File: config.mk
export PLATFORM = sky130hd
export DESIGN_NAME = evict_top
export DESIGN_NICKNAME = d
export VERILOG_FILES = /design/src/rtl/evict_pkg.sv /design/src/rtl/evict_fifo.sv /design/src/rtl/evict_queue.sv /design/src/rtl/evict_aw_w.sv /design/src/rtl/evict_bresp.sv /design/src/rtl/evict_top.sv
export SDC_FILE = /design/constraint.sdc
export NUM_CORES = 1
export LEC_CHECK = 0
export ABC_AREA = 1
export BUFFER_PORTS_ARGS = -buffer_cell sky130_fd_sc_hd__buf_4
export CORE_AREA = 2 2 203 205
export CTS_CLUSTER_SIZE = 10
export DETAILED_ROUTE_END_ITERATION = 12
export DIE_AREA = 0 0 205 207
export GPL_ROUTABILITY_DRIVEN = 0
export PLACE_DENSITY_LB_ADDON = 0.2
export SETUP_SLACK_MARGIN = 0.1
export SYNTH_ARGS = -nofsm -noshare
export SYNTH_HDL_FRONTEND = slang
export SYNTH_SLANG_ARGS = --single-unit
File: constraint.sdc
create_clock -name clk -period 4 [get_ports clk]
set_input_delay 0.4 -clock clk [delete_from_list [all_inputs] [get_ports clk]]
set_output_delay 0.4 -clock clk [all_outputs]
set_load 0.1 [all_outputs]
File: src/rtl/evict_pkg.sv
package evict_pkg;

	localparam int ADDR_W          = 32;	// Line address width
	localparam int DATA_W          = 64;	// Line data width, scaled model
	localparam int FIFO_DEPTH      = 4;	// Entries per FIFO
	localparam int MAX_OUTSTANDING = 3;	// AW accepted, B not yet seen
	localparam int CNT_W           = 2;	// Outstanding counter width

	typedef logic [ADDR_W-1:0] addr_t;
	typedef logic [DATA_W-1:0] data_t;

	// Cache-side eviction payload
	typedef struct packed {
		addr_t addr;	// Line address
		data_t data;	// Dirty line data
	} evict_req_t;

	// AXI write response codes
	typedef enum logic [1:0] {
		OKAY   = 2'b00,
		EXOKAY = 2'b01,
		SLVERR = 2'b10,
		DECERR = 2'b11
	} bresp_t;

endpackage

File: src/rtl/evict_fifo.sv
`timescale 1ns/10ps

module evict_fifo #(
	parameter int WIDTH = 8,
	parameter int DEPTH = evict_pkg::FIFO_DEPTH
) (
	input  logic             clk,
	input  logic             rst_n,
	input  logic             push_i,
	input  logic [WIDTH-1:0] push_data_i,
	input  logic             pop_i,
	output logic [WIDTH-1:0] head_o,
	output logic             empty_o,
	output logic             full_o
);

	localparam int PTR_W = (DEPTH > 1) ? $clog2(DEPTH) : 1;
	localparam int CNT_W = $clog2(DEPTH + 1);

	logic [WIDTH-1:0] mem [DEPTH];	// Storage, no reset needed
	logic [PTR_W-1:0] wr_ptr;
	logic [PTR_W-1:0] rd_ptr;
	logic [CNT_W-1:0] count;	// Occupancy
	logic             wr_en;
	logic             rd_en;

	assign wr_en = push_i & ~full_o;	// Push while full is dropped
	assign rd_en = pop_i & ~empty_o;

	assign empty_o = (count == '0);
	assign full_o  = (count == CNT_W'(DEPTH));

	// First word falls through
	assign head_o = mem[rd_ptr];

	always_ff @(posedge clk) begin
		if (wr_en) begin
			mem[wr_ptr] <= push_data_i;
		end
	end

	always_ff @(posedge clk) begin
		if (!rst_n) begin
			wr_ptr <= '0;
			rd_ptr <= '0;
			count  <= '0;
		end else begin
			if (wr_en) begin
				wr_ptr <= (wr_ptr == PTR_W'(DEPTH - 1)) ? '0 : wr_ptr + 1'b1;
			end
			if (rd_en) begin
				rd_ptr <= (rd_ptr == PTR_W'(DEPTH - 1)) ? '0 : rd_ptr + 1'b1;
			end
			case ({wr_en, rd_en})
				2'b10:   count <= count + 1'b1;
				2'b01:   count <= count - 1'b1;
				default: count <= count;	// Both or neither, level unchanged
			endcase
		end
	end

endmodule

File: src/rtl/evict_queue.sv
`timescale 1ns/10ps

module evict_queue (
	input  logic                 clk,
	input  logic                 rst_n,
	input  logic                 evict_i,
	input  evict_pkg::evict_req_t evict_req_i,
	output logic                 evict_full_o,
	input  logic                 awfifo_rden_i,
	output logic                 awfifo_empty_o,
	output evict_pkg::addr_t     awfifo_data_o,
	input  logic                 wfifo_rden_i,
	output logic                 wfifo_empty_o,
	output evict_pkg::data_t     wfifo_data_o
);

	import evict_pkg::*;

	logic aw_full;
	logic w_full;
	logic push;

	// Both FIFOs push together so the entries stay paired
	assign push         = evict_i & ~aw_full & ~w_full;
	assign evict_full_o = aw_full | w_full;

	evict_fifo #(
		.WIDTH (ADDR_W),
		.DEPTH (FIFO_DEPTH)
	) u_aw_fifo (
		.clk         (clk),
		.rst_n       (rst_n),
		.push_i      (push),
		.push_data_i (evict_req_i.addr),
		.pop_i       (awfifo_rden_i),
		.head_o      (awfifo_data_o),
		.empty_o     (awfifo_empty_o),
		.full_o      (aw_full)
	);

	evict_fifo #(
		.WIDTH (DATA_W),
		.DEPTH (FIFO_DEPTH)
	) u_w_fifo (
		.clk         (clk),
		.rst_n       (rst_n),
		.push_i      (push),
		.push_data_i (evict_req_i.data),
		.pop_i       (wfifo_rden_i),
		.head_o      (wfifo_data_o),
		.empty_o     (wfifo_empty_o),
		.full_o      (w_full)
	);

endmodule

File: src/rtl/evict_aw_w.sv
`timescale 1ns/10ps

module evict_aw_w (
	input  logic             clk,
	input  logic             rst_n,
	input  logic             awfifo_empty_i,
	input  evict_pkg::addr_t awfifo_data_i,
	output logic             awfifo_rden_o,
	input  logic             wfifo_empty_i,
	input  evict_pkg::data_t wfifo_data_i,
	output logic             wfifo_rden_o,
	input  logic             credit_i,
	output evict_pkg::addr_t awaddr_o,
	output logic             awvalid_o,
	input  logic             awready_i,
	output evict_pkg::data_t wdata_o,
	output logic             wvalid_o,
	input  logic             wready_i,
	output logic             aw_fire_o,
	output logic             busy_o
);

	import evict_pkg::*;

	typedef enum logic {
		S_IDLE = 1'b0,
		S_RUN  = 1'b1
	} state_t;

	state_t state;
	state_t state_n;
	addr_t  awaddr_q;	// Captured at pop, held through RUN
	data_t  wdata_q;
	logic   aw_done_q;	// AW already accepted in this issue
	logic   w_done_q;	// W already accepted in this issue
	logic   start;
	logic   aw_fire;
	logic   w_fire;
	logic   aw_all;
	logic   w_all;

	// Need a full pair and a free credit to issue
	assign start = (state == S_IDLE) & ~awfifo_empty_i & ~wfifo_empty_i & credit_i;

	assign awfifo_rden_o = start;
	assign wfifo_rden_o  = start;

	assign awvalid_o = (state == S_RUN) & ~aw_done_q;
	assign wvalid_o  = (state == S_RUN) & ~w_done_q;
	assign awaddr_o  = awaddr_q;
	assign wdata_o   = wdata_q;

	assign aw_fire = awvalid_o & awready_i;
	assign w_fire  = wvalid_o & wready_i;
	assign aw_all  = aw_done_q | aw_fire;	// Done now or earlier
	assign w_all   = w_done_q | w_fire;

	assign aw_fire_o = aw_fire;
	assign busy_o    = (state == S_RUN);

	always_comb begin
		state_n = state;
		case (state)
			S_IDLE: begin
				if (start) begin
					state_n = S_RUN;
				end
			end
			S_RUN: begin
				if (aw_all & w_all) begin	// Either channel order
					state_n = S_IDLE;
				end
			end
			default: state_n = S_IDLE;
		endcase
	end

	always_ff @(posedge clk) begin
		if (!rst_n) begin
			state     <= S_IDLE;
			aw_done_q <= 1'b0;
			w_done_q  <= 1'b0;
		end else begin
			state <= state_n;
			if (state == S_RUN && !(aw_all && w_all)) begin
				aw_done_q <= aw_all;
				w_done_q  <= w_all;
			end else begin
				aw_done_q <= 1'b0;	// Cleared for the next issue
				w_done_q  <= 1'b0;
			end
		end
	end

	// Payload registers
	always_ff @(posedge clk) begin
		if (start) begin
			awaddr_q <= awfifo_data_i;
			wdata_q  <= wfifo_data_i;
		end
	end

endmodule

File: src/rtl/evict_bresp.sv
`timescale 1ns/10ps

module evict_bresp (
	input  logic              clk,
	input  logic              rst_n,
	input  logic              aw_fire_i,
	input  logic              bvalid_i,
	input  evict_pkg::bresp_t bresp_i,
	output logic              bready_o,
	output logic              credit_o,
	output logic              wr_done_o,
	output logic              wr_err_o,
	output logic              pending_o
);

	import evict_pkg::*;

	logic [CNT_W-1:0] out_cnt;	// Writes awaiting a B response
	logic             live_q;	// High from the first cycle after reset
	logic             done_q;
	logic             err_q;
	logic             b_fire;
	logic             resp_ok;

	// Held low while a pulse is registered, one response per two cycles
	assign bready_o = live_q & ~done_q & ~err_q;
	assign b_fire   = bvalid_i & bready_o;
	assign resp_ok  = (bresp_i == OKAY) || (bresp_i == EXOKAY);

	assign credit_o  = (out_cnt < CNT_W'(MAX_OUTSTANDING));
	assign pending_o = (out_cnt != '0);
	assign wr_done_o = done_q;
	assign wr_err_o  = err_q;

	always_ff @(posedge clk) begin
		if (!rst_n) begin
			out_cnt <= '0;
			live_q  <= 1'b0;
			done_q  <= 1'b0;
			err_q   <= 1'b0;
		end else begin
			live_q <= 1'b1;
			done_q <= b_fire & resp_ok;
			err_q  <= b_fire & ~resp_ok;	// SLVERR or DECERR
			case ({aw_fire_i, b_fire})
				2'b10:   out_cnt <= out_cnt + 1'b1;
				2'b01:   out_cnt <= out_cnt - 1'b1;
				default: out_cnt <= out_cnt;	// Issue and retire cancel
			endcase
		end
	end

endmodule

File: src/rtl/evict_top.sv
`timescale 1ns/10ps

module evict_top (
	input  logic                  clk,
	input  logic                  rst_n,
	input  logic                  evict_i,
	input  evict_pkg::evict_req_t evict_req_i,
	output logic                  evict_full_o,
	output evict_pkg::addr_t      awaddr_o,
	output logic                  awvalid_o,
	input  logic                  awready_i,
	output evict_pkg::data_t      wdata_o,
	output logic                  wvalid_o,
	input  logic                  wready_i,
	input  logic                  bvalid_i,
	input  evict_pkg::bresp_t     bresp_i,
	output logic                  bready_o,
	output logic                  wr_done_o,
	output logic                  wr_err_o,
	output logic                  idle_o
);

	import evict_pkg::*;

	addr_t aw_head;
	data_t w_head;
	logic  aw_empty;
	logic  w_empty;
	logic  aw_rden;
	logic  w_rden;
	logic  credit;
	logic  aw_fire;
	logic  busy;
	logic  pending;

	// Nothing queued, nothing issuing, nothing outstanding
	assign idle_o = aw_empty & w_empty & ~busy & ~pending;

	evict_queue u_queue (
		.clk            (clk),
		.rst_n          (rst_n),
		.evict_i        (evict_i),
		.evict_req_i    (evict_req_i),
		.evict_full_o   (evict_full_o),
		.awfifo_rden_i  (aw_rden),
		.awfifo_empty_o (aw_empty),
		.awfifo_data_o  (aw_head),
		.wfifo_rden_i   (w_rden),
		.wfifo_empty_o  (w_empty),
		.wfifo_data_o   (w_head)
	);

	evict_aw_w u_aw_w (
		.clk            (clk),
		.rst_n          (rst_n),
		.awfifo_empty_i (aw_empty),
		.awfifo_data_i  (aw_head),
		.awfifo_rden_o  (aw_rden),
		.wfifo_empty_i  (w_empty),
		.wfifo_data_i   (w_head),
		.wfifo_rden_o   (w_rden),
		.credit_i       (credit),
		.awaddr_o       (awaddr_o),
		.awvalid_o      (awvalid_o),
		.awready_i      (awready_i),
		.wdata_o        (wdata_o),
		.wvalid_o       (wvalid_o),
		.wready_i       (wready_i),
		.aw_fire_o      (aw_fire),
		.busy_o         (busy)
	);

	evict_bresp u_bresp (
		.clk       (clk),
		.rst_n     (rst_n),
		.aw_fire_i (aw_fire),
		.bvalid_i  (bvalid_i),
		.bresp_i   (bresp_i),
		.bready_o  (bready_o),
		.credit_o  (credit),
		.wr_done_o (wr_done_o),
		.wr_err_o  (wr_err_o),
		.pending_o (pending)
	);

endmodule

==> key figures, run 1 <==
Status
  • Status: complete, no violations

Timing
  • Final Critical Period: roughly 2.5 ns
  • Slew @ Worst Pin: ~0.94 ns
  • Setup TNS: 0 ns
  • Final setup viols: 0
  • Final slew viol count: 0
  • Unrepaired setup endpoints after global routing: no
  • Relative slew slack: 0.3753
  • Max Fclk: between 300 and 400 MHz
  • Period utilisation layout: 0.6324
  • Clk_skew: 0.01902 ns
  • Final Hold Viols: 0

Setup path
  • R2R depth: 5
  • Crit path DAT: 2.82 ns
  • Crit Path Max Fanout: 23
  • Worst R2R Setup Slack: 1.47 ns
  • Critical path buffer and inverter count: 1
  • Slowest CP cell: nor2_4
  • CP Capture Type: flip-flop
  • CP Launch Type: flip-flop
  • R2r startpoint: u_queue.u_aw_fifo.count[0]
  • CP peak stage delay: between 0.8 and 0.9 ns
  • Worst path cell trace: nor2_2, nand2_1, nand3_2, nor2_4, buf_4
  • Reg2reg end: u_queue.u_aw_fifo.mem[0][26]
  • Family with the most delay on the worst path: simple AND/OR/NAND/NOR gates
  • Crit path kind: flip-flop to flip-flop
  • Req. time, crit path: roughly 4.3 ns

Clock tree
  • Postcts setup bufs: 0
  • H-Tree Depth: 2
  • CTS Sinks: around 500
  • Post-CTS Resized: 0
  • Worst skew pair latency: 0.59 ns
  • TritonCTS clock tree: built
  • Clock root cell: clkbuf_16
  • Clock transition at the registers of the reported paths: ~0.060 ns
  • Clock buffer depth: 3
  • CTS Buf Count: between 50 and 60

Die
  • # rows: 74
  • Starting Density: 0.4544
  • Full die area: between 40000 and 50000 um2
  • Die width: 205 um
  • Die H: about 210 um
  • I/O Pins: 207
  • Core area: approximately 40000 um2

Layout
  • Area Overhead vs Synth: 25.32%
  • Multi-input logic area: 3000 um2
  • Sequential cell area: roughly 15000 um2
  • Layout cells sized above 1: 0.2017
  • Fillers: 3205
  • Final net count: 1634

Synthesis
  • Net Count, Synth: roughly 1300
  • Yosys warns: 0
  • Post-synthesis sequential area ratio: 0.8098
  • Avg Cell Area, Syn: around 15 um2
  • Synth Cell Area: ~18000 um2
  • Cells after synthesis: 1204
  • Yosys reg bits: ~500
  • Unique masters post-synth: 26

Drt
  • Antenna Violating Nets Remaining: 0
  • Drt pass-1 iters: 5
  • Routed length per instance: between 15 and 20 um
  • DRC Markers: 0
  • Vias/cell: 5.155
  • WL final: around 39000 um
  • DRT iter0 DRCs: 740
  • DR vias: approximately 11000

Place
  • Port Buf Inserts: 205
  • Dpl hpwl: 21070 um

Pwr
  • Lkg Pwr: a little over 8 nW
  • Flop pwr share: 0.391
  • P_sw: slightly above 8 mW
  • Design Power: 19.78 mW
  • Logic pwr share: 0.376
  • Cell internal pwr: approximately 12 mW
  • Worst VDD drop: 0.0006930 V
  • Pwr Density: about 860 nW/um2
  • Switching fraction of total power: 0.4165
  • Clk pwr share: 0.232

Global route
  • Vias in the first global route: 10640
  • Grt ovf: 0
  • Global-route wire length before repair: approximately 60000 um
  • Total global-route track usage: 0.1855
  • Initial antenna violation count: 2
  • Pin count of the biggest net entering global routing: 88

Worst hold path
  • WHS Endpoint: u_queue.u_w_fifo.mem[3][62]
  • Hold Path Cell Cnt: 1
  • Hold Startpoint: evict_req_i[62]
  • Hold Path Class: primary input to flip-flop

Job
  • Number of max-cap violations: 0
[state kept, by name (all words and copies together), names as in the netlist, 2 cells and up]
name / flops
u_aw_w.awaddr_o: 32
u_queue.u_aw_fifo.count: 3
u_aw_w.wdata_o: 64
u_bresp.out_cnt: 2
u_queue.u_aw_fifo.wr_ptr: 2
u_queue.u_aw_fifo.rd_ptr: 2
u_queue.u_w_fifo.rd_ptr: 2
u_queue.u_w_fifo.mem: 256
u_queue.u_w_fifo.count: 3
u_queue.u_aw_fifo.mem: 128
u_queue.u_w_fifo.wr_ptr: 2
[metal layers]
layer | routed length (um) | vias to the layer above | track usage
met4 | 805 | 2 | 0.05706
met1 | 16820 | 5238 | 0.2448
met3 | 2516 | 60 | 0.04327
li1 | - | 5114 | -
met2 | 19110 | 283 | 0.3062
met5 | 11 | - | 0
[per-stage QoR]
stage                     area (um2)  std cells  setup WS, ns  hold WS [ns]  utilization
after floorplan                18350       1204     -0.009154        0.4277            -
after global placement         20440       1895         1.459        0.4623       0.5063
after detailed placement       20440       1895         1.439        0.4668       0.5063
after CTS                      22980       2074         1.409      0.001277       0.5694
after global routing           22980       2074         1.293      0.006476       0.5694
final                          22990       2075         1.470       0.02821       0.5694
[layout make-up]
cell class / count / area share
tap: 532 / 0.02896
sequential: 502 / 0.6465
multi-input combinational: 598 / 0.1305
antenna: 1 / 0.0001089
clock inverter: 4 / 0.002286
clock buffer: 82 / 0.06798
timing repair buffer: 318 / 0.1172
inverter: 38 / 0.006423
[how the worst max path moves through the flow]
stage	endpoint	cells past startpoint	slack [ns]	start
3_5_place_dp	u_queue.u_aw_fifo.mem[0][26]	5	1.44	u_queue.u_aw_fifo.count[0]
3_3_place_gp	u_queue.u_aw_fifo.mem[0][29]	5	1.46	u_queue.u_aw_fifo.count[0]
6_report	u_queue.u_aw_fifo.mem[0][26]	5	1.47	u_queue.u_aw_fifo.count[0]
2_1_floorplan	u_queue.u_w_fifo.mem[0][0]	5	-0.009	u_queue.u_aw_fifo.count[0]
4_1_cts	u_queue.u_aw_fifo.mem[0][26]	5	1.41	u_queue.u_aw_fifo.count[0]
5_1_grt	u_queue.u_aw_fifo.mem[0][27]	5	1.29	u_queue.u_aw_fifo.count[0]
[synth_stat cells]
cell type    n  area [um2]
a31oi_1      1       6.260
edfxtp_1   480       14410
nand3_1      5       25.02
fa_1         2       40.04
nor4_1       1       6.260
nand3_2      1       10.01
nand2_1     35       131.4
nor2_2       1       6.260
clkbuf_1    32       120.1
or2_1        3       18.77
nand4_1      5       31.28
o22ai_1     96       600.6
nor3_1       2       10.01
dfxtp_1     22       440.4
inv_2        8       30.03
nor3b_1      1       7.510
a21oi_1      8       40.04
buf_2       11       55.05
o21ai_1     69       345.3
inv_1       29       108.9
buf_6       16       180.2
inv_4        1       6.260
ha_1        13       162.7
o21ai_0    129       645.6
buf_4        7       52.55
nor2_1     226       848.3
[power groups by stage]
stage	combinational, mW	clock, mW	sequential (mW)
6_report	7.45	4.60	7.74
5_1_grt	7.90	4.91	7.84
4_1_cts	7.54	4.70	7.75
3_5_place_dp	7.45	0	7.84
3_3_place_gp	7.39	0	7.82
2_1_floorplan	2.31	0	11.2
[cell usage in the layout (no fill, tap or decap), types with 6 or more instances in the layout]
cell,count
ha_1,13
o21ai_1,69
a21oi_1,8
o22ai_1,96
nor2_1,218
edfxtp_1,480
nor2_4,8
clkbuf_16,59
o21ai_0,129
inv_1,29
dfxtp_1,19
dlygate4sd3_1,93
inv_2,7
nand2_1,35
buf_12,6
buf_4,219
clkbuf_1,23
[logic make-up (layout without fill, tap and decap cells)]
group / after synthesis / after routing / share of synthesized area
compound gates: 303 / 303 / 0.08929
simple gates: 280 / 280 / 0.05969
buf+inv: 104 / 442 / 0.03015
flops: 502 / 502 / 0.8098
other cells: 0 / 1 / 0
fa+ha+maj: 15 / 15 / 0.01105
[repair_timing]
| action | 4_1_cts | 5_1_grt |
|---|---|---|
| endpoints found under the hold margin | 368 | 0 |
| endpoints found under the setup margin | 0 | 0 |
| hold buffers | 93 | 0 |
Power figures use the tool's default switching activity.
==> run 2: changes to the inputs <==
Clock period 4 ns to 2.24 ns, I/O delays scaled along.
==> run 2 against run 1 <==
  * Hold slack better by 0.16 ns
  * Non-clock buffer count rose by 16
  * Sequential share of layout area is 0.68 points lower
  * Worst setup slack worse by 1.2 ns
  * Final cell count is 0.77% higher
  * Largest cell class unchanged
  * Global-route usage is 0.088 points lower
==> key figures, run 2 (same netlist as run 1, synthesis figures left out) <==
Status
  • Status: complete, no violations

Die
  • Starting Density: 0.4544 (unchanged)
  • I/O Pins: 207 (unchanged)
  • # rows: 74 (unchanged)
  • Die H: 207 um (unchanged)
  • Full die area: 42440 um2 (unchanged)
  • Core area: 40370 um2 (unchanged)
  • Die width: 205 um (unchanged)

Clock tree
  • CTS Buf Count: 57 (unchanged)
  • Worst skew pair latency: 0.60 ns (about the same)
  • Clock root cell: clkbuf_16
  • H-Tree Depth: 2 (unchanged)
  • TritonCTS clock tree: built
  • Clock transition at the registers of the reported paths: 0.06 ns (about the same)
  • CTS Sinks: 502 (unchanged)
  • Clock buffer depth: 3 (unchanged)

Timing
  • Final Critical Period: 2.006 ns
  • Relative slew slack: 0.5432 (+0.1680)
  • Setup TNS: 0 ns (unchanged)
  • Final setup viols: 0 (unchanged)
  • Period utilisation layout: 0.8955
  • Clk_skew: 0.02221 ns (+0.003193 ns)
  • Max Fclk: 498.5 MHz
  • Final slew viol count: 0 (unchanged)
  • Min Hold Slack: 0.1836 ns (+0.1553 ns)
  • Slew @ Worst Pin: 0.6851 ns (-0.2506 ns)
  • Final Hold Viols: 0 (unchanged)
  • Unrepaired setup endpoints after global routing: no

Place
  • Port Buf Inserts: 205 (unchanged)
  • Placed cells: 1901 (+0.32%)
  • Dpl hpwl: 20790 um (-1.3%)
  • Placed cell area: 20640 um2 (+1.0%)

Drt
  • Routed length per instance: 18.80 um (-0.65%)
  • WL final: 39310 um (+0.11%)
  • Antenna Violating Nets Remaining: 0 (unchanged)
  • DRT iter0 DRCs: 607 (-18%)
  • DRC Markers: 0 (unchanged)
  • DR vias: 10860 (+1.5%)
  • Drt pass-1 iters: 5 (unchanged)
  • Vias/cell: 5.193 (+0.74%)

Setup path
  • Crit path from: u_queue.u_w_fifo.count[1]
  • Crit path kind: flip-flop to output port
  • Crit path DAT: 1.78 ns (-1.04 ns)
  • Worst Setup EP: idle_o
  • Crit Path Max Fanout: 3 (-87%)
  • CP Launch Type: flip-flop
  • Req. time, crit path: 2.02 ns (-2.27 ns)
  • Reg2reg end: u_queue.u_w_fifo.count[2]
  • CP Capture Type: output port
  • R2R depth: 12 (+7)
  • Worst R2R Setup Slack: 0.30 ns (-1.17 ns)
  • R2r startpoint: u_queue.u_w_fifo.count[2]

Layout
  • Commonest non-fill, non-tap cells in the layout: edfxtp_1, nor2_1, buf_4
  • Area Overhead vs Synth: 26.75%
  • Biggest register: u_queue.u_w_fifo.mem
  • Post-Layout Cell Count: 2091 (+0.77%)
  • Final net count: 1650 (+0.98%)
  • Design area: 23250 um2 (+1.1%)
  • Final core utilization: 0.5759 (+0.006478)
  • Max FFs per register: 256 (unchanged)
  • Most common cell after layout, fill and taps aside: edfxtp_1
  • Layout cells sized above 1: 0.2108 (+0.009111)

Global route
  • Global-route wire length before repair: 60250 um (-0.20%)
  • Pin count of the biggest net entering global routing: 131 (+49%)
  • Vias in the first global route: 10750 (+0.97%)
  • Grt ovf: 0 (unchanged)
  • Initial antenna violation count: 4 (+2)
  • Total global-route track usage: 0.1847 (-0.0008822)

Job
  • Number of max-cap violations: 0 (unchanged)

Pwr
  • Worst VDD drop: 0.001068 V (+54%)
  • Lkg Pwr: 8.241 nW (+1.1%)
  • Pwr Density: 1520 nW/um2 (+77%)

Worst hold path
  • Hold Path Class: primary input to flip-flop
## run 2: per-layer routing
layer | global-route usage | routed length, um | vias to the layer above
met2 | 0.3063 | 19320 | 277
li1 | - | - | 5143
met3 | 0.04264 | 2322 | 64
met4 | 0.06500 | 877 | 2
met5 | 0 | 13 | -
met1 | 0.2388 | 16780 | 5373
## run 2: critical path, stage by stage, from the launching register on
cell	delay [ns]
dfxtp_1	0.32
nor2_1	0.17
nand2_1	0.15
nor4_4	0.22
buf_4	0.33
## run 2: cell type report
class,instances,area (um2)
inverter,38,147.6
antenna,3,7.507
multi-input combinational,598,3054
fill,3213,17120
timing repair buffer,334,2940
sequential,502,14870
clock buffer,77,1501
clock inverter,7,61.31
tap,532,665.6
## run 2: metrics by stage
| step | worst slack [ns] | power, mW |
|---|---|---|
| 2_1_floorplan | -0.3112 | 24.13 |
| 3_3_place_gp | 0.2748 | 27.38 |
| 3_5_place_dp | 0.2717 | 27.51 |
| 4_1_cts | 0.1935 | 35.72 |
| 5_1_grt | 0.1258 | 36.87 |
| 6_report | 0.2342 | 35.35 |
## run 2: worst min-delay path by stage
| stage | start | endpoint | slack [ns] | depth (start not counted) |
|---|---|---|---|---|
| 3_3_place_gp | bresp_i[1] | u_bresp.wr_done_o | 0.39 | 2 |
| 5_1_grt | bvalid_i | u_bresp.out_cnt[0] | 0.23 | 6 |
| 4_1_cts | bvalid_i | u_bresp.out_cnt[0] | 0.15 | 6 |
| 2_1_floorplan | rst_n | u_bresp.live_q | 0.25 | 0 |
| 3_5_place_dp | bresp_i[1] | u_bresp.wr_done_o | 0.39 | 2 |
| 6_report | bvalid_i | u_bresp.out_cnt[0] | 0.18 | 6 |
## run 2: what timing repair did
item                                    in CTS  in global routing
endpoints found under the setup margin       0                  2
gates resized for setup                      0                  1
endpoints found under the hold margin      406                  0
setup buffers                                0                  0
hold buffers                               103                  0
## run 2: report_power, final
group	switching (mW)	internal [mW]	leakage, nW
sequential	0.625	13.1	4.59
clock	3.37	4.61	0.758
combinational	10.8	2.86	2.89
==> run 3: changes to the inputs <==
Settings changed: PLACE_DENSITY_LB_ADDON 0.2 to unset.
Clock period 2.24 ns to 2.2 ns, I/O delays scaled along.
==> run 3 against run 2 <==
  * Worst setup slack improved by 0.0013 ns
  * Total power increased by 2.0%
  * Sequential cell count unchanged
  * Count of clock-buffer cells in the layout increased by 1
  * Clock power increased by 0.9%
  * Hold slack improved by 0.011 ns
  * Critical path depth unchanged
  * Via count decreased by 0.93%
  * Highest routed layer unchanged
  * Critical endpoint unchanged
  * First-iteration DRC count increased by 20%
==> key figures, run 3 (same netlist as run 1, synthesis figures left out) <==
Status
  • Status: complete, no violations

Timing
  • Max Fclk: 509.0 MHz
  • Final slew viol count: 0 (unchanged)
  • Final Hold Viols: 0 (unchanged)
  • Final setup viols: 0 (unchanged)
  • Clk_skew: 0.01811 ns (-0.004101 ns)
  • Final Critical Period: between 1.5 and 2 ns
  • Slew @ Worst Pin: 0.6855 ns (+0.0003760 ns)
  • Relative slew slack: 0.5430 (about the same)
  • Setup TNS: 0 ns (unchanged)
  • Unrepaired setup endpoints after global routing: no
  • Period utilisation layout: 0.8930

Job
  • Number of max-cap violations: 0 (unchanged)

Setup path
  • R2R depth: 12 (unchanged)
  • Crit path DAT: 1.74 ns (-0.04 ns)
  • Worst R2R Setup Slack: 0.29 ns (about the same)
  • Req. time, crit path: 1.98 ns (-0.04 ns)
  • CP Launch Type: flip-flop
  • CP Capture Type: output port
  • Crit path from: u_aw_w.busy_o
  • R2r startpoint: u_queue.u_w_fifo.count[2]
  • Crit path kind: flip-flop to output port
  • Reg2reg end: u_queue.u_w_fifo.count[2]
  • Crit Path Max Fanout: 6 (+3)

Pwr
  • Lkg Pwr: 8.257 nW (+0.20%)
  • Pwr Density: 1546 nW/um2 (+1.7%)
  • Worst VDD drop: 0.001287 V (+21%)

Die
  • Die H: 207 um (unchanged)
  • Die width: 205 um (unchanged)
  • Starting Density: 0.4544 (unchanged)
  • Full die area: 42440 um2 (unchanged)
  • Core area: 40370 um2 (unchanged)
  • # rows: 74 (unchanged)
  • I/O Pins: 207 (unchanged)

Clock tree
  • Worst skew pair latency: 0.60 ns (about the same)
  • TritonCTS clock tree: built
  • Clock root cell: clkbuf_16
  • CTS Sinks: 502 (unchanged)
  • Clock buffer depth: 3 (unchanged)
  • CTS Buf Count: 56 (-1.8%)
  • Postcts setup bufs: 0 (unchanged)
  • Clock transition at the registers of the reported paths: 0.05 ns (about the same)
  • H-Tree Depth: 2 (unchanged)

Drt
  • Vias/cell: 5.138 (-1.1%)
  • Antenna Violating Nets Remaining: 0 (unchanged)
  • DRC Markers: 0 (unchanged)
  • DR vias: 10760 (-0.93%)
  • DRT iter0 DRCs: 727 (+20%)
  • Drt pass-1 iters: 5 (unchanged)
  • Routed length per instance: 19.07 um (+1.4%)
  • WL final: 39930 um (+1.6%)

Place
  • Port Buf Inserts: 205 (unchanged)
  • Dpl hpwl: 21930 um (+5.5%)
  • Placed cells: 1904 (+0.16%)

Layout
  • Most common cell after layout, fill and taps aside: edfxtp_1
  • Multi-input logic area: 3068 um2 (+0.45%)
  • Layout cells sized above 1: 0.2145 (+0.003718)
  • Post-Layout Cell Count: 2094 (+0.14%)
  • Area Overhead vs Synth: 27.11%
  • Fillers: 3201 (-0.37%)
  • Commonest non-fill, non-tap cells in the layout: edfxtp_1, buf_4, nor2_1
  • Sequential cell area: 14870 um2 (about the same)
  • Final net count: 1652 (+0.12%)
  • Max FFs per register: 256 (unchanged)
  • Biggest register: u_queue.u_w_fifo.mem

Global route
  • Vias in the first global route: 10850 (+0.98%)
  • Grt ovf: 0 (unchanged)
  • Total global-route track usage: 0.1881 (+0.003422)
  • Pin count of the biggest net entering global routing: 73 (-44%)
  • Global-route wire length before repair: 61340 um (+1.8%)
  • Initial antenna violation count: 6 (+2)

Worst hold path
  • Hold Path Cell Cnt: 6 (unchanged)
  • WHS Endpoint: u_bresp.out_cnt[0]
  • Hold Path Class: primary input to flip-flop
  • Hold Startpoint: bvalid_i
-- run 3: changes by cell type in the layout (fill, tap and decap cells not counted), moves of 2 or more --
cell	before	now
buf_12	14	17
dfxtp_1	15	13
dfxtp_2	4	6
diode_2	3	5
-- run 3: per-layer routing --
metal  routed length [um]  vias up  track usage
met5                    7        -            0
met4                  861        2      0.06227
met3                 2475       56      0.04264
met2                19530      281       0.3067
met1                17060     5272       0.2504
li1                     -     5147            -
-- run 3: cell type report --
| class | count | share of cell area |
|---|---|---|
| sequential | 502 | 0.6379 |
| multi-input combinational | 598 | 0.1316 |
| timing repair buffer | 337 | 0.1287 |
| clock buffer | 78 | 0.06408 |
| tap | 532 | 0.02855 |
| inverter | 38 | 0.006333 |
| clock inverter | 4 | 0.002308 |
| antenna | 5 | 0.0005367 |
-- run 3: where the power goes --
group / total [mW] / internal (mW) / switching, mW
sequential: 14.1 / 13.3 / 0.773
clock: 8.05 / 4.65 / 3.40
combinational: 13.9 / 2.96 / 10.9
-- run 3: timing repair --
item / 4_1_cts / 5_1_grt
endpoints found under the setup margin: 0 / 1
hold buffers: 103 / 0
gates resized for setup: 0 / 3
hold endpoints to repair: 406 / 0
-- run 3: worst max-delay path by stage --
stage                                             end  cells after the start
final                                          idle_o                      4
after detailed placement    u_queue.u_w_fifo.count[2]                     12
after CTS                   u_queue.u_w_fifo.count[2]                     12
after global routing        u_queue.u_w_fifo.count[2]                     11
after global placement      u_queue.u_w_fifo.count[2]                     12
after floorplan           u_queue.u_aw_fifo.mem[0][0]                      5
-- run 3: through the flow --
stage	setup WS [ns]	power [mW]	utilization	hold WS (ns)	area [um2]
3_5_place_dp	0.2097	28.15	0.5131	0.3920	20710
4_1_cts	0.1965	36.42	0.5770	0.1497	23290
3_3_place_gp	0.2276	28.01	0.5131	0.3826	20710
5_1_grt	0.1316	37.63	0.5775	0.2297	23310
6_report	0.2355	36.04	0.5775	0.1944	23310
2_1_floorplan	-0.3333	24.58	-	0.2477	18450
-- run 3: worst max-delay path: stages (launching register included) --
cell and delay, ns:
dfxtp_1 0.36, inv_1 0.17, nand3_1 0.14, nor4_4 0.16, buf_4 0.33
